--- config.mk ---
export PLATFORM = sky130hd
export DESIGN_NAME = ir_stage
export DESIGN_NICKNAME = d
export VERILOG_FILES = /design/src/hdl/rename_pkg.sv /design/src/hdl/freelist.sv /design/src/hdl/maptable.sv /design/src/hdl/ir_stage.sv
export SDC_FILE = /design/constraint.sdc
export NUM_CORES = 2
export LEC_CHECK = 0
export ABC_CLOCK_PERIOD_IN_PS = 6910
export BUFFER_PORTS_ARGS = -buffer_cell sky130_fd_sc_hd__buf_2
export CAP_MARGIN = 20
export CORE_MARGIN = 2
export CORE_UTILIZATION = 40
export CTS_CLUSTER_SIZE = 28
export DETAILED_ROUTE_END_ITERATION = 12
export PLACE_DENSITY = 0.59
export SLEW_MARGIN = 25
export SYNTH_ARGS = -nofsm -noshare
export SYNTH_HDL_FRONTEND = slang
export SYNTH_SLANG_ARGS = --single-unit
--- constraint.sdc ---
create_clock -name clk -period 6.91 [get_ports clk]
set_clock_uncertainty 0.1 [all_clocks]
set_input_delay 0.3455 -clock clk [delete_from_list [all_inputs] [get_ports clk]]
set_output_delay 0.3455 -clock clk [all_outputs]
set_load 0.05 [all_outputs]
--- src/hdl/rename_pkg.sv ---
package rename_pkg;

   // Architectural register file
   localparam int ARF_NUM   = 32;
   localparam int ARF_WIDTH = $clog2(ARF_NUM);   // 5 bits, x0..x31

   // Physical register file
   localparam int PRF_NUM   = 64;
   localparam int PRF_WIDTH = $clog2(PRF_NUM);   // 6 bits

   // Free list holds every PRF id not mapped at reset
   localparam int FL_DEPTH     = PRF_NUM - ARF_NUM;       // 32 slots
   localparam int FL_PTR_WIDTH = $clog2(FL_DEPTH) + 1;    // Slot index plus wrap bit

   // ROB state, drives allocation and recovery
   localparam logic [1:0] ROB_NORMAL  = 2'b00;   // Rename as usual
   localparam logic [1:0] ROB_RECOVER = 2'b01;   // Restore RAT and FL head this cycle
   localparam logic [1:0] ROB_STALL   = 2'b10;   // ROB full, hold allocation

   // Decoded instruction as seen by rename
   // Field order sets the packed layout, is_valid is the MSB
   typedef struct packed {
      logic                 is_valid;    // Slot carries an instruction
      logic                 reg_write;   // Writes rd
      logic [ARF_WIDTH-1:0] rd_id;       // Destination
      logic [ARF_WIDTH-1:0] rs1_id;      // Source 1
      logic [ARF_WIDTH-1:0] rs2_id;      // Source 2
   } control_type;

endpackage

--- src/hdl/freelist.sv ---
`timescale 1ns/1ps

module freelist (
   input  logic                           clk,
   input  logic                           arst_n,
   // Allocation requests from rename
   input  logic                           req_0,
   input  logic                           req_1,
   // Released PRF ids, slot 0 goes in first
   input  logic                           write_en_0,
   input  logic                           write_en_1,
   input  logic [rename_pkg::PRF_WIDTH-1:0] write_data_0,
   input  logic [rename_pkg::PRF_WIDTH-1:0] write_data_1,
   // One pulse per retired writer
   input  logic                           commit_0,
   input  logic                           commit_1,
   input  logic [1:0]                     rob_state,
   output logic [rename_pkg::PRF_WIDTH-1:0] resp_prf_0,
   output logic [rename_pkg::PRF_WIDTH-1:0] resp_prf_1,
   output logic                           can_alloc
);
   import rename_pkg::*;

   logic [PRF_WIDTH-1:0]    fl_mem [FL_DEPTH];   // Ring of free PRF ids

   logic [FL_PTR_WIDTH-1:0] head_spec;           // Next id handed out
   logic [FL_PTR_WIDTH-1:0] head_commit;         // Head as seen by retirement
   logic [FL_PTR_WIDTH-1:0] tail;                // Next free slot to fill
   logic [FL_PTR_WIDTH-1:0] head_spec_p1;
   logic [FL_PTR_WIDTH-1:0] tail_p1;
   logic [FL_PTR_WIDTH-1:0] head_commit_nxt;
   logic [FL_PTR_WIDTH-1:0] alloc_cnt;
   logic [FL_PTR_WIDTH-1:0] commit_cnt;
   logic [FL_PTR_WIDTH-1:0] push_cnt;
   logic [FL_PTR_WIDTH-1:0] free_cnt;
   logic                    alloc_0;
   logic                    alloc_1;

   // Allocation only happens in normal state
   assign alloc_0 = req_0 && (rob_state == ROB_NORMAL);
   assign alloc_1 = req_1 && (rob_state == ROB_NORMAL);

   assign head_spec_p1 = head_spec + FL_PTR_WIDTH'(1);
   assign tail_p1      = tail + FL_PTR_WIDTH'(1);

   assign alloc_cnt  = FL_PTR_WIDTH'(alloc_0) + FL_PTR_WIDTH'(alloc_1);
   assign commit_cnt = FL_PTR_WIDTH'(commit_0) + FL_PTR_WIDTH'(commit_1);
   assign push_cnt   = FL_PTR_WIDTH'(write_en_0) + FL_PTR_WIDTH'(write_en_1);

   // Committed head after this edge, recovery restores to it
   assign head_commit_nxt = head_commit + commit_cnt;

   // Wrap bit makes full (32) and empty (0) distinct
   assign free_cnt  = tail - head_spec;
   assign can_alloc = (free_cnt > FL_PTR_WIDTH'(1));   // Room for a full pair

   // Head entry to the first requester
   assign resp_prf_0 = fl_mem[head_spec[FL_PTR_WIDTH-2:0]];
   // Slot 1 takes the head when slot 0 is idle
   assign resp_prf_1 = req_0 ? fl_mem[head_spec_p1[FL_PTR_WIDTH-2:0]]
                             : fl_mem[head_spec[FL_PTR_WIDTH-2:0]];

   // Slot storage, reset loads ARF_NUM..PRF_NUM-1 in order
   always_ff @(posedge clk or negedge arst_n) begin
      if (!arst_n) begin
         for (int i = 0; i < FL_DEPTH; i++) begin
            fl_mem[i] <= PRF_WIDTH'(ARF_NUM + i);
         end
      end else begin
         if (write_en_0) begin
            fl_mem[tail[FL_PTR_WIDTH-2:0]] <= write_data_0;
         end
         if (write_en_1) begin
            // Lands behind slot 0 when both push
            if (write_en_0) begin
               fl_mem[tail_p1[FL_PTR_WIDTH-2:0]] <= write_data_1;
            end else begin
               fl_mem[tail[FL_PTR_WIDTH-2:0]] <= write_data_1;
            end
         end
      end
   end

   // Pointers
   always_ff @(posedge clk or negedge arst_n) begin
      if (!arst_n) begin
         head_spec   <= '0;
         head_commit <= '0;
         tail        <= FL_PTR_WIDTH'(FL_DEPTH);   // Wrapped once, ring full
      end else begin
         tail        <= tail + push_cnt;           // Frees in every state
         head_commit <= head_commit_nxt;
         case (rob_state)
            ROB_RECOVER: head_spec <= head_commit_nxt;   // Drop speculative allocs
            ROB_NORMAL:  head_spec <= head_spec + alloc_cnt;
            ROB_STALL:   head_spec <= head_spec;         // ROB full
            default:     head_spec <= head_spec;
         endcase
      end
   end

endmodule

--- src/hdl/maptable.sv ---
`timescale 1ns/1ps

module maptable (
   input  logic                             clk,
   input  logic                             arst_n,
   // New destinations from rename
   input  logic                             rd_valid_0,
   input  logic                             rd_valid_1,
   input  logic [rename_pkg::ARF_WIDTH-1:0] rd_id_0,
   input  logic [rename_pkg::ARF_WIDTH-1:0] rd_id_1,
   input  logic [rename_pkg::ARF_WIDTH-1:0] rs1_id_0,
   input  logic [rename_pkg::ARF_WIDTH-1:0] rs2_id_0,
   input  logic [rename_pkg::ARF_WIDTH-1:0] rs1_id_1,
   input  logic [rename_pkg::ARF_WIDTH-1:0] rs2_id_1,
   input  logic [rename_pkg::PRF_WIDTH-1:0] fl_prf_id_0,
   input  logic [rename_pkg::PRF_WIDTH-1:0] fl_prf_id_1,
   // Retirement
   input  logic                             retire_valid_0,
   input  logic                             retire_valid_1,
   input  logic                             retire_wb_0,
   input  logic                             retire_wb_1,
   input  logic [rename_pkg::ARF_WIDTH-1:0] retire_arf_id_0,
   input  logic [rename_pkg::ARF_WIDTH-1:0] retire_arf_id_1,
   input  logic [rename_pkg::PRF_WIDTH-1:0] retire_prf_id_0,
   input  logic [rename_pkg::PRF_WIDTH-1:0] retire_prf_id_1,
   input  logic [1:0]                       rob_state,
   // Renamed sources
   output logic [rename_pkg::PRF_WIDTH-1:0] instr0_prf_rs1,
   output logic [rename_pkg::PRF_WIDTH-1:0] instr0_prf_rs2,
   output logic [rename_pkg::PRF_WIDTH-1:0] instr1_prf_rs1,
   output logic [rename_pkg::PRF_WIDTH-1:0] instr1_prf_rs2,
   // New and previous destinations
   output logic [rename_pkg::PRF_WIDTH-1:0] T_0,
   output logic [rename_pkg::PRF_WIDTH-1:0] T_1,
   output logic [rename_pkg::PRF_WIDTH-1:0] T_old_0,
   output logic [rename_pkg::PRF_WIDTH-1:0] T_old_1,
   output logic [rename_pkg::PRF_WIDTH-1:0] rrat_debug [rename_pkg::ARF_NUM]
);
   import rename_pkg::*;

   logic [PRF_WIDTH-1:0] rat      [ARF_NUM];   // Speculative map
   logic [PRF_WIDTH-1:0] rrat     [ARF_NUM];   // Committed map
   logic [PRF_WIDTH-1:0] rrat_nxt [ARF_NUM];   // RRAT after this edge's retires

   logic hit_rs1_1;   // Instr 1 rs1 produced by instr 0
   logic hit_rs2_1;
   logic hit_rd_1;    // Both write the same rd
   logic recover;
   logic ret_wr_0;
   logic ret_wr_1;

   assign recover  = (rob_state == ROB_RECOVER);
   assign ret_wr_0 = retire_valid_0 && retire_wb_0;
   assign ret_wr_1 = retire_valid_1 && retire_wb_1;

   // Intra-group dependence, rd_valid_0 already excludes x0
   assign hit_rs1_1 = rd_valid_0 && (rs1_id_1 == rd_id_0);
   assign hit_rs2_1 = rd_valid_0 && (rs2_id_1 == rd_id_0);
   assign hit_rd_1  = rd_valid_0 && (rd_id_1 == rd_id_0);

   // Instr 0 reads the RAT as is
   assign instr0_prf_rs1 = rat[rs1_id_0];
   assign instr0_prf_rs2 = rat[rs2_id_0];

   // Instr 1 sees instr 0's new mapping first
   assign instr1_prf_rs1 = hit_rs1_1 ? fl_prf_id_0 : rat[rs1_id_1];
   assign instr1_prf_rs2 = hit_rs2_1 ? fl_prf_id_0 : rat[rs2_id_1];

   assign T_0 = rd_valid_0 ? fl_prf_id_0 : '0;   // Zero without allocation
   assign T_1 = rd_valid_1 ? fl_prf_id_1 : '0;

   assign T_old_0 = rat[rd_id_0];
   assign T_old_1 = hit_rd_1 ? fl_prf_id_0 : rat[rd_id_1];   // Frees instr 0's id later

   // Retire writes, slot 1 last so it wins on the same rd
   always_comb begin
      rrat_nxt = rrat;
      if (ret_wr_0) begin
         rrat_nxt[retire_arf_id_0] = retire_prf_id_0;
      end
      if (ret_wr_1) begin
         rrat_nxt[retire_arf_id_1] = retire_prf_id_1;
      end
   end

   // RRAT, identity at reset
   always_ff @(posedge clk or negedge arst_n) begin
      if (!arst_n) begin
         for (int i = 0; i < ARF_NUM; i++) begin
            rrat[i] <= PRF_WIDTH'(i);
         end
      end else begin
         rrat <= rrat_nxt;
      end
   end

   // RAT
   always_ff @(posedge clk or negedge arst_n) begin
      if (!arst_n) begin
         for (int i = 0; i < ARF_NUM; i++) begin
            rat[i] <= PRF_WIDTH'(i);
         end
      end else if (recover) begin
         rat <= rrat_nxt;   // Includes retires at this edge
      end else begin
         if (rd_valid_0) begin
            rat[rd_id_0] <= fl_prf_id_0;
         end
         if (rd_valid_1) begin
            rat[rd_id_1] <= fl_prf_id_1;   // Younger wins on same rd
         end
      end
   end

   assign rrat_debug = rrat;

endmodule

--- src/hdl/ir_stage.sv ---
`timescale 1ns/1ps

module ir_stage (
   input  logic                             clk,
   input  logic                             arst_n,
   // Decode
   input  rename_pkg::control_type          dec_instr0,
   input  rename_pkg::control_type          dec_instr1,
   input  logic                             ID_stall,
   // Released PRF ids from the ROB
   input  logic                             fl_write_en_0,
   input  logic                             fl_write_en_1,
   input  logic [rename_pkg::PRF_WIDTH-1:0] fl_write_data_0,
   input  logic [rename_pkg::PRF_WIDTH-1:0] fl_write_data_1,
   // Retire
   input  logic                             retire_valid_0,
   input  logic                             retire_valid_1,
   input  logic                             retire_wb_0,
   input  logic                             retire_wb_1,
   input  logic [rename_pkg::ARF_WIDTH-1:0] retire_arf_id_0,
   input  logic [rename_pkg::ARF_WIDTH-1:0] retire_arf_id_1,
   input  logic [rename_pkg::PRF_WIDTH-1:0] retire_prf_id_0,
   input  logic [rename_pkg::PRF_WIDTH-1:0] retire_prf_id_1,
   input  logic [1:0]                       rob_state,
   // To RS and ROB
   output logic                             fl_can_alloc,
   output logic [rename_pkg::PRF_WIDTH-1:0] T_0,
   output logic [rename_pkg::PRF_WIDTH-1:0] T_1,
   output logic [rename_pkg::PRF_WIDTH-1:0] T_old_0,
   output logic [rename_pkg::PRF_WIDTH-1:0] T_old_1,
   output logic [rename_pkg::PRF_WIDTH-1:0] instr0_prf_rs1,
   output logic [rename_pkg::PRF_WIDTH-1:0] instr0_prf_rs2,
   output logic [rename_pkg::PRF_WIDTH-1:0] instr1_prf_rs1,
   output logic [rename_pkg::PRF_WIDTH-1:0] instr1_prf_rs2,
   output logic [rename_pkg::PRF_WIDTH-1:0] rrat_debug [rename_pkg::ARF_NUM]
);
   import rename_pkg::*;

   logic                 fl_req_0;
   logic                 fl_req_1;
   logic [PRF_WIDTH-1:0] resp_prf_0;
   logic [PRF_WIDTH-1:0] resp_prf_1;
   logic                 commit_0;
   logic                 commit_1;
   logic                 alloc_ok;

   // Stage may allocate this cycle
   assign alloc_ok = !ID_stall && (rob_state == ROB_NORMAL);

   // Valid writer of a real register, x0 never renamed
   assign fl_req_0 = alloc_ok && dec_instr0.is_valid && dec_instr0.reg_write
                     && (dec_instr0.rd_id != '0);
   assign fl_req_1 = alloc_ok && dec_instr1.is_valid && dec_instr1.reg_write
                     && (dec_instr1.rd_id != '0);

   // Each retired writer moves the committed head
   assign commit_0 = retire_valid_0 && retire_wb_0;
   assign commit_1 = retire_valid_1 && retire_wb_1;

   freelist inst_fl (
      .clk          (clk),
      .arst_n       (arst_n),
      .req_0        (fl_req_0),
      .req_1        (fl_req_1),
      .write_en_0   (fl_write_en_0),
      .write_en_1   (fl_write_en_1),
      .write_data_0 (fl_write_data_0),
      .write_data_1 (fl_write_data_1),
      .commit_0     (commit_0),
      .commit_1     (commit_1),
      .rob_state    (rob_state),
      .resp_prf_0   (resp_prf_0),
      .resp_prf_1   (resp_prf_1),
      .can_alloc    (fl_can_alloc)
   );

   maptable inst_mt (
      .clk             (clk),
      .arst_n          (arst_n),
      .rd_valid_0      (fl_req_0),   // RAT write follows the allocation
      .rd_valid_1      (fl_req_1),
      .rd_id_0         (dec_instr0.rd_id),
      .rd_id_1         (dec_instr1.rd_id),
      .rs1_id_0        (dec_instr0.rs1_id),
      .rs2_id_0        (dec_instr0.rs2_id),
      .rs1_id_1        (dec_instr1.rs1_id),
      .rs2_id_1        (dec_instr1.rs2_id),
      .fl_prf_id_0     (resp_prf_0),
      .fl_prf_id_1     (resp_prf_1),
      .retire_valid_0  (retire_valid_0),
      .retire_valid_1  (retire_valid_1),
      .retire_wb_0     (retire_wb_0),
      .retire_wb_1     (retire_wb_1),
      .retire_arf_id_0 (retire_arf_id_0),
      .retire_arf_id_1 (retire_arf_id_1),
      .retire_prf_id_0 (retire_prf_id_0),
      .retire_prf_id_1 (retire_prf_id_1),
      .rob_state       (rob_state),
      .instr0_prf_rs1  (instr0_prf_rs1),
      .instr0_prf_rs2  (instr0_prf_rs2),
      .instr1_prf_rs1  (instr1_prf_rs1),
      .instr1_prf_rs2  (instr1_prf_rs2),
      .T_0             (T_0),
      .T_1             (T_1),
      .T_old_0         (T_old_0),
      .T_old_1         (T_old_1),
      .rrat_debug      (rrat_debug)
   );

endmodule

# == Yosys cells after proc, flatten, opt, wreduce, memory -nomap -nowiden ==
# Index checks and enable logic that the tools add are counted.
# word_totals
ff_bits,594
word_cells,227
out_inout_bits,241
in_bits,79
# classes
eq_ne,4
reduce_logical,25
n_addsub,9
order_cmp,19
n_bitwise,12
mux,59
# op_table
operator,count
192-bit two-way mux,9
192-bit bitwise mux,7
6-bit binary-select mux with 5-bit select,8
6-bit demux with 5-bit select,6
6-bit two-way mux,28
6-bit >= comparator (second input constant),12
5-bit inverter with 6-bit output,12
6-bit by 1-bit < comparator with 1-bit output (second input constant),6
1-bit logical AND,20
5-bit equality test,3
6-bit by 2-bit adder with 6-bit output,2
6-bit case mux with 2 select lines,1
5-bit by 1-bit adder with 5-bit output (second input constant),2
5-bit nonzero test,2
1-bit by 1-bit adder with 2-bit output,3
6-bit adder,1
6-bit by 1-bit greater-than comparator with 1-bit output (second input constant),1
6-bit subtractor,1
2-bit by 1-bit equality test with 1-bit output (second input constant),1
2-bit logical NOT,1
2-bit nonzero test,1
1-bit logical NOT,1

# == Longest topological paths before layout ==
# logic_depth
ltp_word,11
mapped_depth,13
ltp_nobuf,10

# == Hierarchy ==
# A second synthesis with hierarchy kept.
# unflattened
hier_cells,4383
hier_area_um2,44478.9
# by_module_without_submodules
module,seq_area_each_um2,n_inst,cells_per_inst,area_each_um2
maptable,9809.4,1,2974,30450.5
freelist,5396.4,1,1398,13954.6
ir_stage,0.0,1,11,73.8

# == Worst setup path after synthesis ==
# Ideal clock, no wire load.
# synth_timing
path_type,reg2out
from,register inst_fl.head_spec[1]
to,output T_1[1] in the netlist's numbering
arrival_ns,3.182
n_path_buf,3
required_time_ns,6.464
stages_incl_launch_ff,11
slack_ns,3.283
path_cell_list,dfrtp_1 > ha_1 > buf_4 > buf_2 > mux2i_1 > mux4_1 > o21ai_0 > nand3_1 > or2_1 > buf_2 > a21oi_1
# synth_via
elab_chain_cells,7
word_cells_on_any_way,11
cone_classes,add/sub (1); mux (8); bitwise (2)
# synth_rtl
element,line_no,rtl
"start, declared",freelist.sv:26,logic [FL_PTR_WIDTH-1:0] head_spec;
"start signal, assigned",freelist.sv:94,ROB_RECOVER: head_spec <= head_commit_nxt;
"start signal, assigned",freelist.sv:95,ROB_NORMAL: head_spec <= head_spec + alloc_cnt;
"start signal, assigned",freelist.sv:96,ROB_STALL: head_spec <= head_spec;
5-bit by 1-bit adder with 5-bit output,freelist.sv:43,assign head_spec_p1 = head_spec + FL_PTR_WIDTH'(1);
5-bit inverter with 6-bit output (not written as such),freelist.sv:60,assign resp_prf_1 = req_0 ? fl_mem[head_spec_p1[FL_PTR_WIDTH-2:0]]
6-bit binary-select mux with 5-bit select,freelist.sv:60,
6-bit two-way mux (not written as such) (2 in series),freelist.sv:60,
6-bit two-way mux *,freelist.sv:60,
6-bit two-way mux *,maptable.sv:70,assign T_1 = rd_valid_1 ? fl_prf_id_1 : '0;
"end, declared",ir_stage.sv:28,"output logic [rename_pkg::PRF_WIDTH-1:0] T_1,"
# Every way passes the cells marked *; elsewhere a longest branch is shown, timed or not. The select of a mux whose other input is x is not followed.

# == Worst setup path after layout ==
# layout_timing
from,register inst_fl.head_spec[0]
to,output T_old_1[2] in the netlist's numbering
# layout_via
elab_chain_cells,5
# layout_rtl
element,line_no,rtl
5-bit inverter with 6-bit output (not written as such),freelist.sv:58,assign resp_prf_0 = fl_mem[head_spec[FL_PTR_WIDTH-2:0]];
6-bit binary-select mux with 5-bit select,freelist.sv:58,
6-bit two-way mux (not written as such) (2 in series),freelist.sv:58,
6-bit two-way mux,maptable.sv:73,assign T_old_1 = hit_rd_1 ? fl_prf_id_0 : rat[rd_id_1];
"end, declared",ir_stage.sv:30,"output logic [rename_pkg::PRF_WIDTH-1:0] T_old_1,"
# Every way passes these cells. The select of a mux whose other input is x is not followed.

==> results by group <==
Synthesis
  • Synth top cells by count: mux2i_1 (468), a21oi_1 (443), mux4_2 (402), nor2_1 (402), clkbuf_1 (366)
  • Synth Flop Type: dfrtp_1
  • Synth Instances: 4545
  • Area leader, netlist: mux4_2
  • Syn avg cell area: a little over 10 µm²
  • Post-synth EDFFs: 0
  • Share of the synthesized area in the top cell type: about a fifth
  • Area of the mapped netlist: between 40000 and 50000 µm²
  • Register area share after synthesis: 32.5%
  • Synth async-reset ratio: between 90% and 100%
  • FF+latch count, synth: a little under 600
  • Net Count, Synth: between 4000 and 5000
  • Netlist cell types: a little over 80
  • Ys Warns: 0
  • Count leader, synth: mux2i_1
  • Dominant cells by area after synthesis: mux4_2 (19%), dfrtp_1 (17%), dfstp_2 (15%), mux2i_1 (10%), a21oi_1 (4.7%)

Setup path
  • Critical Path AT: between 4 and 5 ns
  • Reg-to-Reg Start: inst_fl.head_spec[0]$_DFFE_PN0P_
  • CP Capture Type: output port
  • Critical Path Fanout Max: 44
  • Worst-path cell chain: buf_4 > mux4_2 > and2_1 > a211oi_1 > or2_1 > a21oi_1 > buf_2
  • Slowest-stage cell, CP: dfrtp_4
  • Crit Path Class: reg -> out
  • Setup slack, reg-to-reg: 2.44 ns
  • Family with the most delay on the worst path: simple AND/OR/NAND/NOR gates
  • Worst path bufs/invs: 2
  • Worst Path Required: between 6 and 7 ns
  • Slowest stage delay, CP: approximately 0.85 ns
  • Reg2Reg Depth: 8
  • RR Endpoint: inst_mt.rat[26]$_DFF_PN0_
  • Startpoint Class: flop

Detailed routing
  • DRC: 0
  • Initial DRC count: around 7300
  • Via/cell ratio: approximately 7.2
  • DRT Pass-1 Iters: 8
  • WL/cell: ~36 µm
  • Via Count: around 44000
  • Post-DRT Antenna Nets: 0
  • Routed WL: 222 mm

STA
  • Worst slew margin: a little under a fifth
  • Final Max Tran Viols: 0
  • Fin crit share: approximately 77%
  • Setup violations, final: 0
  • Final Hold Viols: 0
  • Worst Max-Slew Pin Slew: 1.21 ns
  • RSZ-0062 raised after global routing: false
  • F_max: between 150 and 200 MHz
  • Setup_tns: 0 ns
  • Minimum clock period: 5.34 ns

Pwr
  • Worst IR Drop VDD: about 0.45 mV
  • Leakage: approximately 20 nW
  • Cell area power density: roughly 430 nW/µm²

Global route
  • All-Layer GR Usage: a little over a third
  • First-pass GRT wire length: 316 mm
  • Total grt overflow: 0
  • Grt met3 use: between 10 and 15%
  • Vias in the first global route: approximately 42000
  • Initial antenna violation count: 21
  • Largest net degree at the start of global routing: about 160
  • Met2 Track Usage GR: between 40 and 50%
  • Grt peak-use layer: met2
  • M1 GR Usage: 48.3%

Status
  • Status: finished clean

Min path
  • Hold Startpoint: rob_state[1]
  • Hold path depth: 2
  • Worst Hold Path EP: inst_fl.head_spec[3]$_DFFE_PN0P_
  • Worst hold path type: in -> reg

Placement
  • Dpl hpwl: 154 mm
  • Routability Congestion: around 1.1
  • PortBufs: 319

CTS
  • Clock Path Buffers: 3
  • Hold_buf cts: 2
  • Post_cts resized: 0
  • CTS tree: done
  • Clock buffer count from CTS: 74
  • Clock Latency Late Sink: 0.67 ns
  • H-Tree Depth: 3
  • Postcts setup bufs: 0
  • Clock Root Buffer: clkbuf_16
  • Clock transition at path regs: 0.06 ns
  • Clock sink count: slightly below 600

Floorplan
  • Die X: roughly 350 µm
  • Total core area: about 120000 µm²
  • Initial Util: between 40% and 50%
  • Boundary Pins: 320
  • Die Y: about 350 µm
  • Die area: roughly 120000 µm²
  • Row count: 125

Job
  • Max cap viols: 0

Finish
  • Layout cells sized above 1: 29.6%
  • Utilization after layout: roughly 44%
  • Final Net Count: approximately 4600
  • Syn-to-layout area delta: 10.4%
## logic make-up after synthesis
group | synth area share (%)
AO/OA/AOI/OAI | 20.4
AND/OR/NAND/NOR | 10.1
multiplexers | 31.0
flip-flops | 32.5
buffers and inverters | 4.79
XOR/XNOR | 0.597
adder cells (fa/ha/maj) | 0.551
## power by group
part | switching (mW) | leakage [nW] | internal, mW
Clock | 1.71 | 1.20 | 2.35
Combinational | 7.41 | 12.6 | 3.95
Sequential | 1.80 | 6.70 | 4.87
## layout by cell type, fill, tap and decap left out, drive strengths merged, types with 17 or more instances in the layout
cell type    n
mux2i      468
a21oi      443
buf        418
mux4       404
nor2       402
o21ai      349
nand2      344
dfrtp      321
dfstp      273
o221a      148
clkbuf     110
nand3      101
a32oi       85
o22ai       69
a22oi       65
mux2        64
o221ai      60
o311a       59
inv         29
nor3        28
nor2b       27
and2        26
a2bb2oi     24
a211o       20
a211oi      18
or3         18
o2bb2ai     18
xnor2       17
## per-layer routing
layer	share of wire [%]	vias up
met2	41	3462
met5	0.11	-
met4	6.0	38
met1	38	22300
li1	-	17800
met3	15	729
## metrics by stage
stage	total power [mW]	setup slack [ns]	cells	cell area, µm²	hold WS [ns]
after detailed placement	17.5	2.34	5996	49100	0.353
after global placement	17.3	2.33	5995	49000	0.354
after global routing	22.7	1.57	6138	51600	0.0729
final	22.1	1.57	6142	51600	0.0454
after floorplan	13.4	3.28	4545	46800	-0.0501
after CTS	21.6	1.63	6135	51500	0.0172
## worst reg2reg max path, delay by kind of cell, from the launching register on
family | cells | cell delay [ns]
buffers and inverters | 2 | 1.05
multiplexers | 1 | 0.64
flip-flops | 1 | 0.85
AND/OR/NAND/NOR | 2 | 1.01
AO/OA/AOI/OAI | 3 | 0.69
## state kept, by name (all words and copies together), names as in the netlist
| register | count |
|---|---|
| inst_mt.rat | 192 |
| inst_mt.rrat_debug | 192 |
| inst_fl.head_commit | 6 |
| inst_fl.tail | 6 |
| inst_fl.fl_mem | 192 |
| inst_fl.head_spec | 6 |
## worst max-delay path by stage
stage	start	to	slack [ns]	cells after the start
after global routing	inst_fl.head_spec[0]$_DFFE_PN0P_	T_old_1[2]	1.57	7
after CTS	inst_fl.head_spec[0]$_DFFE_PN0P_	T_1[4]	1.63	7
after detailed placement	inst_fl.head_spec[0]$_DFFE_PN0P_	T_1[4]	2.34	7
after floorplan	inst_fl.head_spec[1]$_DFFE_PN0P_	T_1[1]	3.28	10
after global placement	inst_fl.head_spec[0]$_DFFE_PN0P_	T_1[4]	2.33	7
final	inst_fl.head_spec[0]$_DFFE_PN0P_	T_old_1[2]	1.57	7
## area by class of cell
cell class | instances | area [µm²]
clock inverters | 27 | 310
fillers | 11100 | 64400
repair buffers | 420 | 2480
well taps | 1524 | 1910
diodes | 5 | 12.5
clock buffers | 110 | 2140
multi-input cells | 3437 | 29500
flip-flops and latches | 594 | 15200
inverters | 25 | 93.8
No activity file was read; power rests on OpenSTA's default activity.
